$ cat src/common/rob_config.svh
////////////////////////////////////////////////////////////////////////////
// sizing macros for the reorder buffer and the committed register file
// include wherever a depth, a count or a width is needed
////////////////////////////////////////////////////////////////////////////

`ifndef ROB_CONFIG_SVH
`define ROB_CONFIG_SVH

// reorder buffer depth, must be a power of two
`define ROB_SZ 8

// log2 of ROB_SZ, keep in step with the depth
`define ROB_TAG_W 3

// architectural register file
`define REG_COUNT 32

// log2 of REG_COUNT
`define REG_IDX_W 5

// result width on the completion and retire paths
`define DATA_W 32

`endif

$ cat src/common/rob_pkg.sv
////////////////////////////////////////////////////////////////////////////
// shared types for the commit back end
// referenced by scoped name, e.g. rob_pkg::rob_tag_t
////////////////////////////////////////////////////////////////////////////

`default_nettype none

`include "rob_config.svh"

package rob_pkg;

    ////////////////////////////////////////////////////////////////////////////
    // vector types
    ////////////////////////////////////////////////////////////////////////////

    // entry index, also the tag handed back to dispatch
    typedef logic [`ROB_TAG_W-1:0] rob_tag_t;

    // architectural destination register
    typedef logic [`REG_IDX_W-1:0] reg_idx_t;

    // result value
    typedef logic [`DATA_W-1:0] data_t;

    ////////////////////////////////////////////////////////////////////////////
    // buffer entry
    ////////////////////////////////////////////////////////////////////////////

    typedef struct packed {
        // slot holds an in-flight instruction
        logic     valid;
        // result has come back on the completion bus
        logic     complete;
        // instruction writes a register at retire
        logic     has_dest;
        reg_idx_t dest_reg;
        logic     is_branch;
        // set by completion, acted on at retire
        logic     mispredict;
        data_t    value;
    } rob_entry_t;

endpackage

`default_nettype wire

$ cat src/common/completion_if.sv
////////////////////////////////////////////////////////////////////////////
// completion bus, one result per cycle from execution into the ROB
// no ready, a result with valid high is taken at that edge
////////////////////////////////////////////////////////////////////////////

`timescale 1ns/10ps
`default_nettype none

interface completion_if;

    // result present this cycle
    logic              valid;
    // entry the result belongs to
    rob_pkg::rob_tag_t tag;
    rob_pkg::data_t    value;
    // branch resolved against its prediction
    logic              mispredict;

    // top level side, fed from plain ports
    modport source (
        output valid,
        output tag,
        output value,
        output mispredict
    );

    // reorder buffer side
    modport sink (
        input valid,
        input tag,
        input value,
        input mispredict
    );

endinterface

`default_nettype wire

$ cat src/common/retire_if.sv
////////////////////////////////////////////////////////////////////////////
// retire path, the oldest complete entry going to the register file
// no ready, the register file takes every retire
////////////////////////////////////////////////////////////////////////////

`timescale 1ns/10ps
`default_nettype none

interface retire_if;

    // head entry valid and complete
    logic              valid;
    // write the register file only when set
    logic              has_dest;
    rob_pkg::reg_idx_t dest_reg;
    rob_pkg::data_t    value;

    // reorder buffer side
    modport source (
        output valid,
        output has_dest,
        output dest_reg,
        output value
    );

    // register file side
    modport sink (
        input valid,
        input has_dest,
        input dest_reg,
        input value
    );

endinterface

`default_nettype wire

$ cat src/rob/rob.sv
////////////////////////////////////////////////////////////////////////////
// reorder buffer: allocate at tail, mark on completion, retire from head
// a mispredicted branch squashes everything younger as it retires
////////////////////////////////////////////////////////////////////////////

`timescale 1ns/10ps
`default_nettype none

`include "rob_config.svh"

module rob (
    input  wire logic              clock,
    input  wire logic              reset,
    // dispatch, valid/ready
    input  wire logic              dispatch_valid,
    input  wire logic              dispatch_has_dest,
    input  wire rob_pkg::reg_idx_t dispatch_dest_reg,
    input  wire logic              dispatch_is_branch,
    output logic                   dispatch_ready,
    output rob_pkg::rob_tag_t      dispatch_tag,
    // status
    output logic                   rob_empty,
    output logic                   flush,
    // tag of the retiring entry, beside the retire interface
    output rob_pkg::rob_tag_t      retire_tag,
    completion_if.sink             complete,
    retire_if.source               retire
);

    // count value when every slot is taken
    localparam logic [`ROB_TAG_W:0] FULL_COUNT = `ROB_SZ;

    ////////////////////////////////////////////////////////////////////////////
    // state
    ////////////////////////////////////////////////////////////////////////////

    rob_pkg::rob_entry_t rob_mem [`ROB_SZ];
    // oldest in-flight entry
    rob_pkg::rob_tag_t   head;
    // next slot to allocate
    rob_pkg::rob_tag_t   tail;
    // one bit wider than a tag, tells full from empty
    logic [`ROB_TAG_W:0] count;

    rob_pkg::rob_entry_t head_entry;
    rob_pkg::rob_entry_t new_entry;
    rob_pkg::rob_tag_t   head_next;
    logic                full;
    logic                retire_fire;
    logic                dispatch_fire;
    logic                complete_hit;

    ////////////////////////////////////////////////////////////////////////////
    // combinational view of the buffer
    ////////////////////////////////////////////////////////////////////////////

    assign head_entry = rob_mem[head];
    // wraps on its own, depth is a power of two
    assign head_next  = head + rob_pkg::rob_tag_t'(1);

    assign full      = (count == FULL_COUNT);
    assign rob_empty = (count == '0);

    // retire straight from state, head advances at the next edge
    assign retire_fire = head_entry.valid && head_entry.complete;
    assign flush       = retire_fire && head_entry.mispredict;

    assign retire.valid    = retire_fire;
    assign retire.has_dest = head_entry.has_dest;
    assign retire.dest_reg = head_entry.dest_reg;
    assign retire.value    = head_entry.value;
    assign retire_tag      = head;

    // no dispatch while full or while squashing
    assign dispatch_ready = !full && !flush;
    assign dispatch_tag   = tail;
    assign dispatch_fire  = dispatch_valid && dispatch_ready;

    // results for empty slots are dropped
    assign complete_hit = complete.valid && rob_mem[complete.tag].valid;

    // fresh entry written at the tail
    always_comb begin
        new_entry            = '0;
        new_entry.valid      = 1'b1;
        new_entry.has_dest   = dispatch_has_dest;
        new_entry.dest_reg   = dispatch_dest_reg;
        new_entry.is_branch  = dispatch_is_branch;
    end

    ////////////////////////////////////////////////////////////////////////////
    // buffer update
    ////////////////////////////////////////////////////////////////////////////

    always_ff @(posedge clock or posedge reset) begin
        if (reset) begin
            for (int i = 0; i < `ROB_SZ; i++) begin
                rob_mem[i] <= '0;
            end
            head  <= '0;
            tail  <= '0;
            count <= '0;
        end else if (flush) begin
            // precise recovery, the branch retires and all younger go away
            for (int i = 0; i < `ROB_SZ; i++) begin
                rob_mem[i] <= '0;
            end
            // restart just past the branch
            head  <= head_next;
            tail  <= head_next;
            count <= '0;
        end else begin
            // completion first, so a retire clear below wins on the head slot
            if (complete_hit) begin
                rob_mem[complete.tag].complete   <= 1'b1;
                rob_mem[complete.tag].value      <= complete.value;
                rob_mem[complete.tag].mispredict <= complete.mispredict;
            end

            // retire frees the head slot
            if (retire_fire) begin
                rob_mem[head] <= '0;
                head          <= head_next;
            end

            // never the same slot as retire, tail only meets a valid head when full
            if (dispatch_fire) begin
                rob_mem[tail] <= new_entry;
                tail          <= tail + rob_pkg::rob_tag_t'(1);
            end

            // occupancy
            case ({dispatch_fire, retire_fire})
                2'b10:   count <= count + 1'b1;
                2'b01:   count <= count - 1'b1;
                default: count <= count;
            endcase
        end
    end

endmodule

`default_nettype wire

$ cat src/verilog/arch_reg_file.sv
////////////////////////////////////////////////////////////////////////////
// committed register file, written only by retire
// one combinational read port, register 0 keeps its reset value of zero
////////////////////////////////////////////////////////////////////////////

`timescale 1ns/10ps
`default_nettype none

`include "rob_config.svh"

module arch_reg_file (
    input  wire logic              clock,
    input  wire logic              reset,
    retire_if.sink                 retire,
    input  wire rob_pkg::reg_idx_t read_reg,
    output rob_pkg::data_t         read_value
);

    rob_pkg::data_t regs [`REG_COUNT];
    logic           write_en;

    // register 0 never takes a write
    assign write_en = retire.valid && retire.has_dest && (retire.dest_reg != '0);

    // committed state, all zero out of reset
    always_ff @(posedge clock or posedge reset) begin
        if (reset) begin
            for (int i = 0; i < `REG_COUNT; i++) begin
                regs[i] <= '0;
            end
        end else if (write_en) begin
            regs[retire.dest_reg] <= retire.value;
        end
    end

    // new value visible the cycle after the retire edge
    assign read_value = regs[read_reg];

endmodule

`default_nettype wire

$ cat src/verilog/rob_top.sv
////////////////////////////////////////////////////////////////////////////
// commit back end top level, plain ports onto the two internal buses
// holds the reorder buffer and the committed register file
////////////////////////////////////////////////////////////////////////////

`timescale 1ns/10ps
`default_nettype none

module rob_top (
    input  wire logic              clock,
    input  wire logic              reset,
    // dispatch
    input  wire logic              dispatch_valid,
    input  wire logic              dispatch_has_dest,
    input  wire rob_pkg::reg_idx_t dispatch_dest_reg,
    input  wire logic              dispatch_is_branch,
    output logic                   dispatch_ready,
    output rob_pkg::rob_tag_t      dispatch_tag,
    // completion bus
    input  wire logic              complete_valid,
    input  wire rob_pkg::rob_tag_t complete_tag,
    input  wire rob_pkg::data_t    complete_value,
    input  wire logic              complete_mispredict,
    // retire, observed
    output logic                   retire_valid,
    output rob_pkg::rob_tag_t      retire_tag,
    output logic                   retire_has_dest,
    output rob_pkg::reg_idx_t      retire_dest_reg,
    output rob_pkg::data_t         retire_value,
    // status
    output logic                   flush,
    output logic                   rob_empty,
    // register file read
    input  wire rob_pkg::reg_idx_t read_reg,
    output rob_pkg::data_t         read_value
);

    completion_if complete_bus ();
    retire_if     retire_bus ();

    // completion ports onto the bus
    assign complete_bus.valid      = complete_valid;
    assign complete_bus.tag        = complete_tag;
    assign complete_bus.value      = complete_value;
    assign complete_bus.mispredict = complete_mispredict;

    // retire bus brought out for observation
    assign retire_valid    = retire_bus.valid;
    assign retire_has_dest = retire_bus.has_dest;
    assign retire_dest_reg = retire_bus.dest_reg;
    assign retire_value    = retire_bus.value;

    rob rob_i (
        .clock              (clock),
        .reset              (reset),
        .dispatch_valid     (dispatch_valid),
        .dispatch_has_dest  (dispatch_has_dest),
        .dispatch_dest_reg  (dispatch_dest_reg),
        .dispatch_is_branch (dispatch_is_branch),
        .dispatch_ready     (dispatch_ready),
        .dispatch_tag       (dispatch_tag),
        .rob_empty          (rob_empty),
        .flush              (flush),
        .retire_tag         (retire_tag),
        .complete           (complete_bus.sink),
        .retire             (retire_bus.source)
    );

    arch_reg_file arch_reg_file_i (
        .clock      (clock),
        .reset      (reset),
        .retire     (retire_bus.sink),
        .read_reg   (read_reg),
        .read_value (read_value)
    );

endmodule

`default_nettype wire

$ cat config.mk
export PLATFORM = sky130hd
export DESIGN_NAME = rob_top
export DESIGN_NICKNAME = d
export VERILOG_FILES = /design/src/common/rob_pkg.sv /design/src/common/completion_if.sv /design/src/common/retire_if.sv /design/src/rob/rob.sv /design/src/verilog/arch_reg_file.sv /design/src/verilog/rob_top.sv
export VERILOG_INCLUDE_DIRS = /design/src /design/src/common
export SDC_FILE = /design/constraint.sdc
export NUM_CORES = 2
export LEC_CHECK = 0
export ABC_AREA = 1
export BUFFER_PORTS_ARGS = -buffer_cell sky130_fd_sc_hd__buf_2
export CORE_MARGIN = 5
export CORE_UTILIZATION = 40
export CTS_BUF_LIST = sky130_fd_sc_hd__clkbuf_16
export CTS_CLUSTER_SIZE = 25
export DETAILED_ROUTE_END_ITERATION = 6
export GPL_ROUTABILITY_DRIVEN = 0
export SLEW_MARGIN = 10
export SYNTH_ARGS = -nofsm -noshare
export SYNTH_HDL_FRONTEND = slang
export SYNTH_SLANG_ARGS = --single-unit
export TNS_END_PERCENT = 10
$ cat constraint.sdc
create_clock -name clock -period 94.9 [get_ports clock]
set_input_delay 18.98 -clock clock [delete_from_list [all_inputs] [get_ports clock]]
set_output_delay 18.98 -clock clock [all_outputs]
set_load 0.02 [all_outputs]
Word-level counts from Yosys, hierarchy flattened
Cells that the tools add are included.
{ "totals": {"n_memories": 0, "latchBits": 0, "output_inout_bits": 80, "mem_bits_rw": 0, "mem_bits_ro": 0, "ff_bits": 1370, "in_bits": 52} }
{ "op_classes": {"n_mul": 0, "eq_ne": 3, "order_cmp": 9, "n_mux": 38, "bitwise_logic": 7, "add_sub_neg": 4, "div": 0, "reduce_logical": 18, "shifts": 0} }
{ "ops": {"columns": ["op", "n"], "rows": [
  ["$mux W336", 6],
  ["$bwmux W336", 4],
  ["$bwmux W1024", 1],
  ["$demux W42 S3", 5],
  ["$and A336 B336 Y336", 1],
  ["$not A336 Y336", 1],
  ["$bmux W42 S3", 2],
  ["$mux W42", 6],
  ["$bmux W32 S5", 1],
  ["$demux W32 S5", 1],
  ["$mux W32", 4],
  ["$mux W41", 1],
  ["$mux W33", 1],
  ["$ge A4 B4 Y1 const B", 3],
  ["$ge A6 B6 Y1 const B", 2],
  ["$lt A4 B1 Y1 const B", 3],
  ["$mux W3", 4],
  ["$not A3 Y4", 3],
  ["$not A5 Y6", 2],
  ["$logic_and A1 B1 Y1", 11],
  ["$pmux W4 S2", 1],
  ["$add A3 B1 Y3 const B", 2],
  ["$lt A6 B1 Y1 const B", 1],
  ["$reduce_bool A5 Y1", 1],
  ["10 further kinds", 12]
]} }

Depth between registers and ports, before layout
{ "logic_depth": {"depth_word": 16, "mapped_depth": 21, "mapped_depth_nobuf": 18} }

By module
From an unflattened synthesis, not the netlist that was laid out.
{ "unflattened": {"hier_cells": 8017, "hier_area_um2": 63482.1} }
{ "by_module_without_submodules": {"columns": ["module", "n_inst", "seq_area_each_um2", "area_each_um2", "cells_per_inst"], "rows": [
  ["arch_reg_file", 1, 25624.6, 46617.2, 6016],
  ["rob", 1, 8458.1, 16864.9, 2001]
]} }

Least setup slack after synthesis
Ideal clock, no wire load.
{ "synth_timing": {"path_type": "input to output", "start": "input read_reg[0]", "end": "output read_value[11]", "path_slack_ns": 55.357, "arrival_time_ns": 20.563, "cell_stages": 10, "cell_sequence": "clkbuf_1 buf_2 clkbuf_1 clkbuf_1 nor2_1 o221ai_1 nand3_1 nand2_1 nand2_1 nand2_1"} }
{ "synth_between": {"elab_chain_cells": 4} }
{ "synth_lines": {"columns": ["item", "line", "rtl"], "rows": [
  ["from (decl)", "rob_top.sv:34", "input wire rob_pkg::reg_idx_t read_reg,"],
  ["$not A5 Y6 (not written as such)", "arch_reg_file.sv:37", "assign read_value = regs[read_reg];"],
  ["$bmux W32 S5", "arch_reg_file.sv:37", null],
  ["$mux W32 (not written as such) (2 in series)", "arch_reg_file.sv:37", null],
  ["to (decl)", "rob_top.sv:35", "output rob_pkg::data_t read_value"]
]} }
No other way between the ends. The select of a mux whose other input is x is not followed.

Final worst setup path
{ "layout_timing": {"start": "input read_reg[1]", "end": "output read_value[18]"} }
Same word-level chain as after synthesis.

==> metrics.md <==
| Metric | Value |
|---|---|
| Clk_lat worst skew | 800 ps |
| R2R Path End | arch_reg_file_i.regs[573]$_DFFE_PP0P_ |
| Layout cell share with drive strength beyond 1 | 6.71% |
| Failing checks | design-rule violations |
| Async set-or-reset flop fraction in the synthesized netlist | 100% |
| Setup CP Type | in2out |
| DP Wirelength | 125000 um |
| Most frequent cell on the critical path | nand2_1 |
| Initial Util | 40.1% |
| Overflow left after global routing | 0 |
| Largest net degree at the start of global routing | 219 |
| Mux cell area share after synthesis | 0% |
| Die area | 178000 sq um |
| Final TNS setup | 0 ps |
| Vias per inst | 5.65 |
| Crit path max fanout | 160 |
| CP required | between 70000 and 80000 ps |
| Largest family of logic cells by synthesized area | simple AND/OR/NAND/NOR gates |
| Most common cell in the synthesized netlist | nand2_1 |
| Worst Hold End | arch_reg_file_i.regs[995]$_DFFE_PP0P_ |
| Num CTS Buffers | 148 |
| Post-layout min period | approximately 42000 ps |
| DRT iter0 DRCs | 6727 |
| Clock Skews | 27.0 ps |
| Yosys reg bits | ~1400 |
| CTS Sinks | 1362 |
| Total Wirelength | between 200000 and 250000 um |
| Sequential share of the synthesized area | 50.2% |
| Hold Startpoint | arch_reg_file_i.regs[995]$_DFFE_PP0P_ |
| Top post-synthesis cells by area | dfrtp_1 50%, nand2_1 15%, nand3_1 8.8% |
| Mapped Cells | 8760 |
| Ys flop type | dfrtp_1 |
| # IOs | 132 |
| FF-to-FF Start | rob_i.retire_tag[0]$_DFFE_PP0P_ |
| Num rows | about 150 |
| CTS tree | built |
| EDFF count, synth | 0 |
| Worst-margin pin slew | roughly 1300 ps |
| Synth unique cells | 36 |
| Status | finished with violations |
| Post-synth top area share | 50.2% |
| Reg area | 34100 sq um |
| Post-route ant nets | 0 |
| Worst VDD drop | 0.0272 mV |
| Startpoint Class | input port |
| Max Slew Vio Count | 0 |
| Area growth syn-to-layout | 8.56% |
| Total GRT Usage | 25.8% |
| Post-Synth Simple-Gate Area | between 20% and 30% |
| Post-synth top cells | 2708 x nand2_1, 1362 x dfrtp_1, 1196 x nand3_1 |
| Place WS | around 53000 ps |
| Post-Synth XOR/XNOR Area | 0.0516% |
| Fin cells | 10700 |
| Setup ws final | between 50000 and 60000 ps |
| Via count | ~60000 |
| H-tree levels | 4 |
| P_leak | 39.0 nW |
| Die X | 422 um |
| RSZ-0062 raised after global routing | false |
| Reg2reg setup slack | 88740 ps |
| CTS Hold Bufs | 0 |
| Hold_ws | 375 ps |
| Vias in the first global route | just under 60000 |
| Hold Fails Final Rpt | 0 |
| Core area | roughly 170000 sq um |
| Data arrival, critical path | 22990 ps |
| Syn_nets | 8818 |
| Clk slew on worst S/H paths | 60 ps |
| Post_cts resized | 0 |
| Wire length per cell | around 22 um |
| Post-CTS Setup Inserts | 0 |
| Fill count | 16900 |
| Max Cap Viol | 0 |
| Worst Hold Depth | 0 |
| Setup-failing EPs final | 0 |
| Slowest CP cell | buf_4 |
| Worst R2R Path Depth | 15 |
| FMAX | 23.8 MHz |
| Synth area leader | dfrtp_1 |
| First-pass GRT wire length | 361000 um |
| PortBufs | 130 |
| Final #Nets | about 8400 |
| Syn Area/Cell | 7.75 sq um |
| Design Area, Final | around 74000 sq um |
| Slew headroom | 13.8% |
| DP Cell Count | 10400 |
| YS warnings | 0 |
| PD cells | 30.6 nW/um^2 |
| DP Area | 69100 sq um |
| DRC viols | 3 |
| Synth Area in Adders | 0.111% |
| Footprint of the multi-input gates | around 29000 sq um |
| Crit share post-route | 44.2% |
| Initial antenna violation count | 15 |
| HP Class | reg2reg |
| Compound-Gate Fraction of Synth Area | 13.3% |
| CP max stage delay | 760 ps |
| Die Y | around 420 um |
| Clk buf depth | 3 |
| Mapped Area | around 68000 sq um |
| Crit-path cells | buf_8, buf_12, buf_4, buf_4, o21ai_0, o221ai_1, nand3_1, nand2_1, nand2_1, nand2_1, buf_2 |
| Crit end category | output port |
| First-pass DRT Iterations | 7 |
| Clk root buf | clkbuf_16 |
==> worst max path at each step <==
stage / startpoint / to
after floorplan: reset / arch_reg_file_i.regs[0]$_DFFE_PP0P_
after global placement: read_reg[1] / read_value[18]
after detailed placement: read_reg[1] / read_value[18]
after CTS: read_reg[1] / read_value[18]
after global routing: read_reg[1] / read_value[18]
final: read_reg[1] / read_value[18]
==> layout by cell type (no fill, tap or decap), types with 10 or more instances in the layout <==
master / count
a21oi_1: 139
diode_2: 10
o221ai_1: 256
clkbuf_16: 153
nor2_4: 14
clkinv_1: 32
nand2_2: 37
dfrtp_1: 1361
buf_2: 126
o21ai_0: 663
nand2_1: 2675
nor2_1: 834
nand3_1: 1183
o41ai_1: 42
o211a_1: 17
clkinv_2: 19
o21bai_1: 274
inv_1: 395
buf_4: 139
nand3_2: 14
==> power by group <==
group / total [mW] / internal [mW] / switching [mW]
sequential: 0.815 / 0.736 / 0.0784
combinational: 0.886 / 0.197 / 0.689
clock: 0.558 / 0.312 / 0.245
==> final cells by class <==
class                      count  area share [%]
clock buffer                 153            5.20
sequential                  1362            46.3
tap                         2218            3.77
timing repair buffer         273            2.46
antenna                       10          0.0340
clock inverter               109           0.980
multi-input combinational   6210            39.4
inverter                     369            1.92
==> through the flow <==
step	total power, mW	util [%]
floorplan	1.40	-
global placement	1.68	40.9
detailed placement	1.70	40.9
CTS	2.26	43.6
global route	2.39	43.6
finish	2.26	43.6
==> worst max-delay path: cells and delay by family <==
family,cells,cell delay (ps)
compound gates,2,420
buf+inv,5,2640
simple gates,4,800
==> per-layer routing <==
metal	wire length, um	vias to the layer above	global-route usage [%]
li1	-	27900	-
met1	98500	29700	34.4
met2	111000	2452	43.1
met3	17600	452	4.15
met4	7390	16	8.40
met5	103	-	0
==> cells by family after synthesis <==
family                   after synthesis
AO/OA/AOI/OAI                       1418
flip-flops                          1362
buffers and inverters               1188
AND/OR/NAND/NOR                     4782
adder cells (fa/ha/maj)                6
XOR/XNOR                               4
==> registers in the layout, indices dropped and copies added, names as in the netlist <==
| name | flops |
|---|---|
| rob_i.rob_mem | 328 |
| rob_i.count | 4 |
| arch_reg_file_i.regs | 1024 |
| rob_i.dispatch_tag | 3 |
| rob_i.retire_tag | 3 |
No activity file was read; power rests on OpenSTA's default activity.
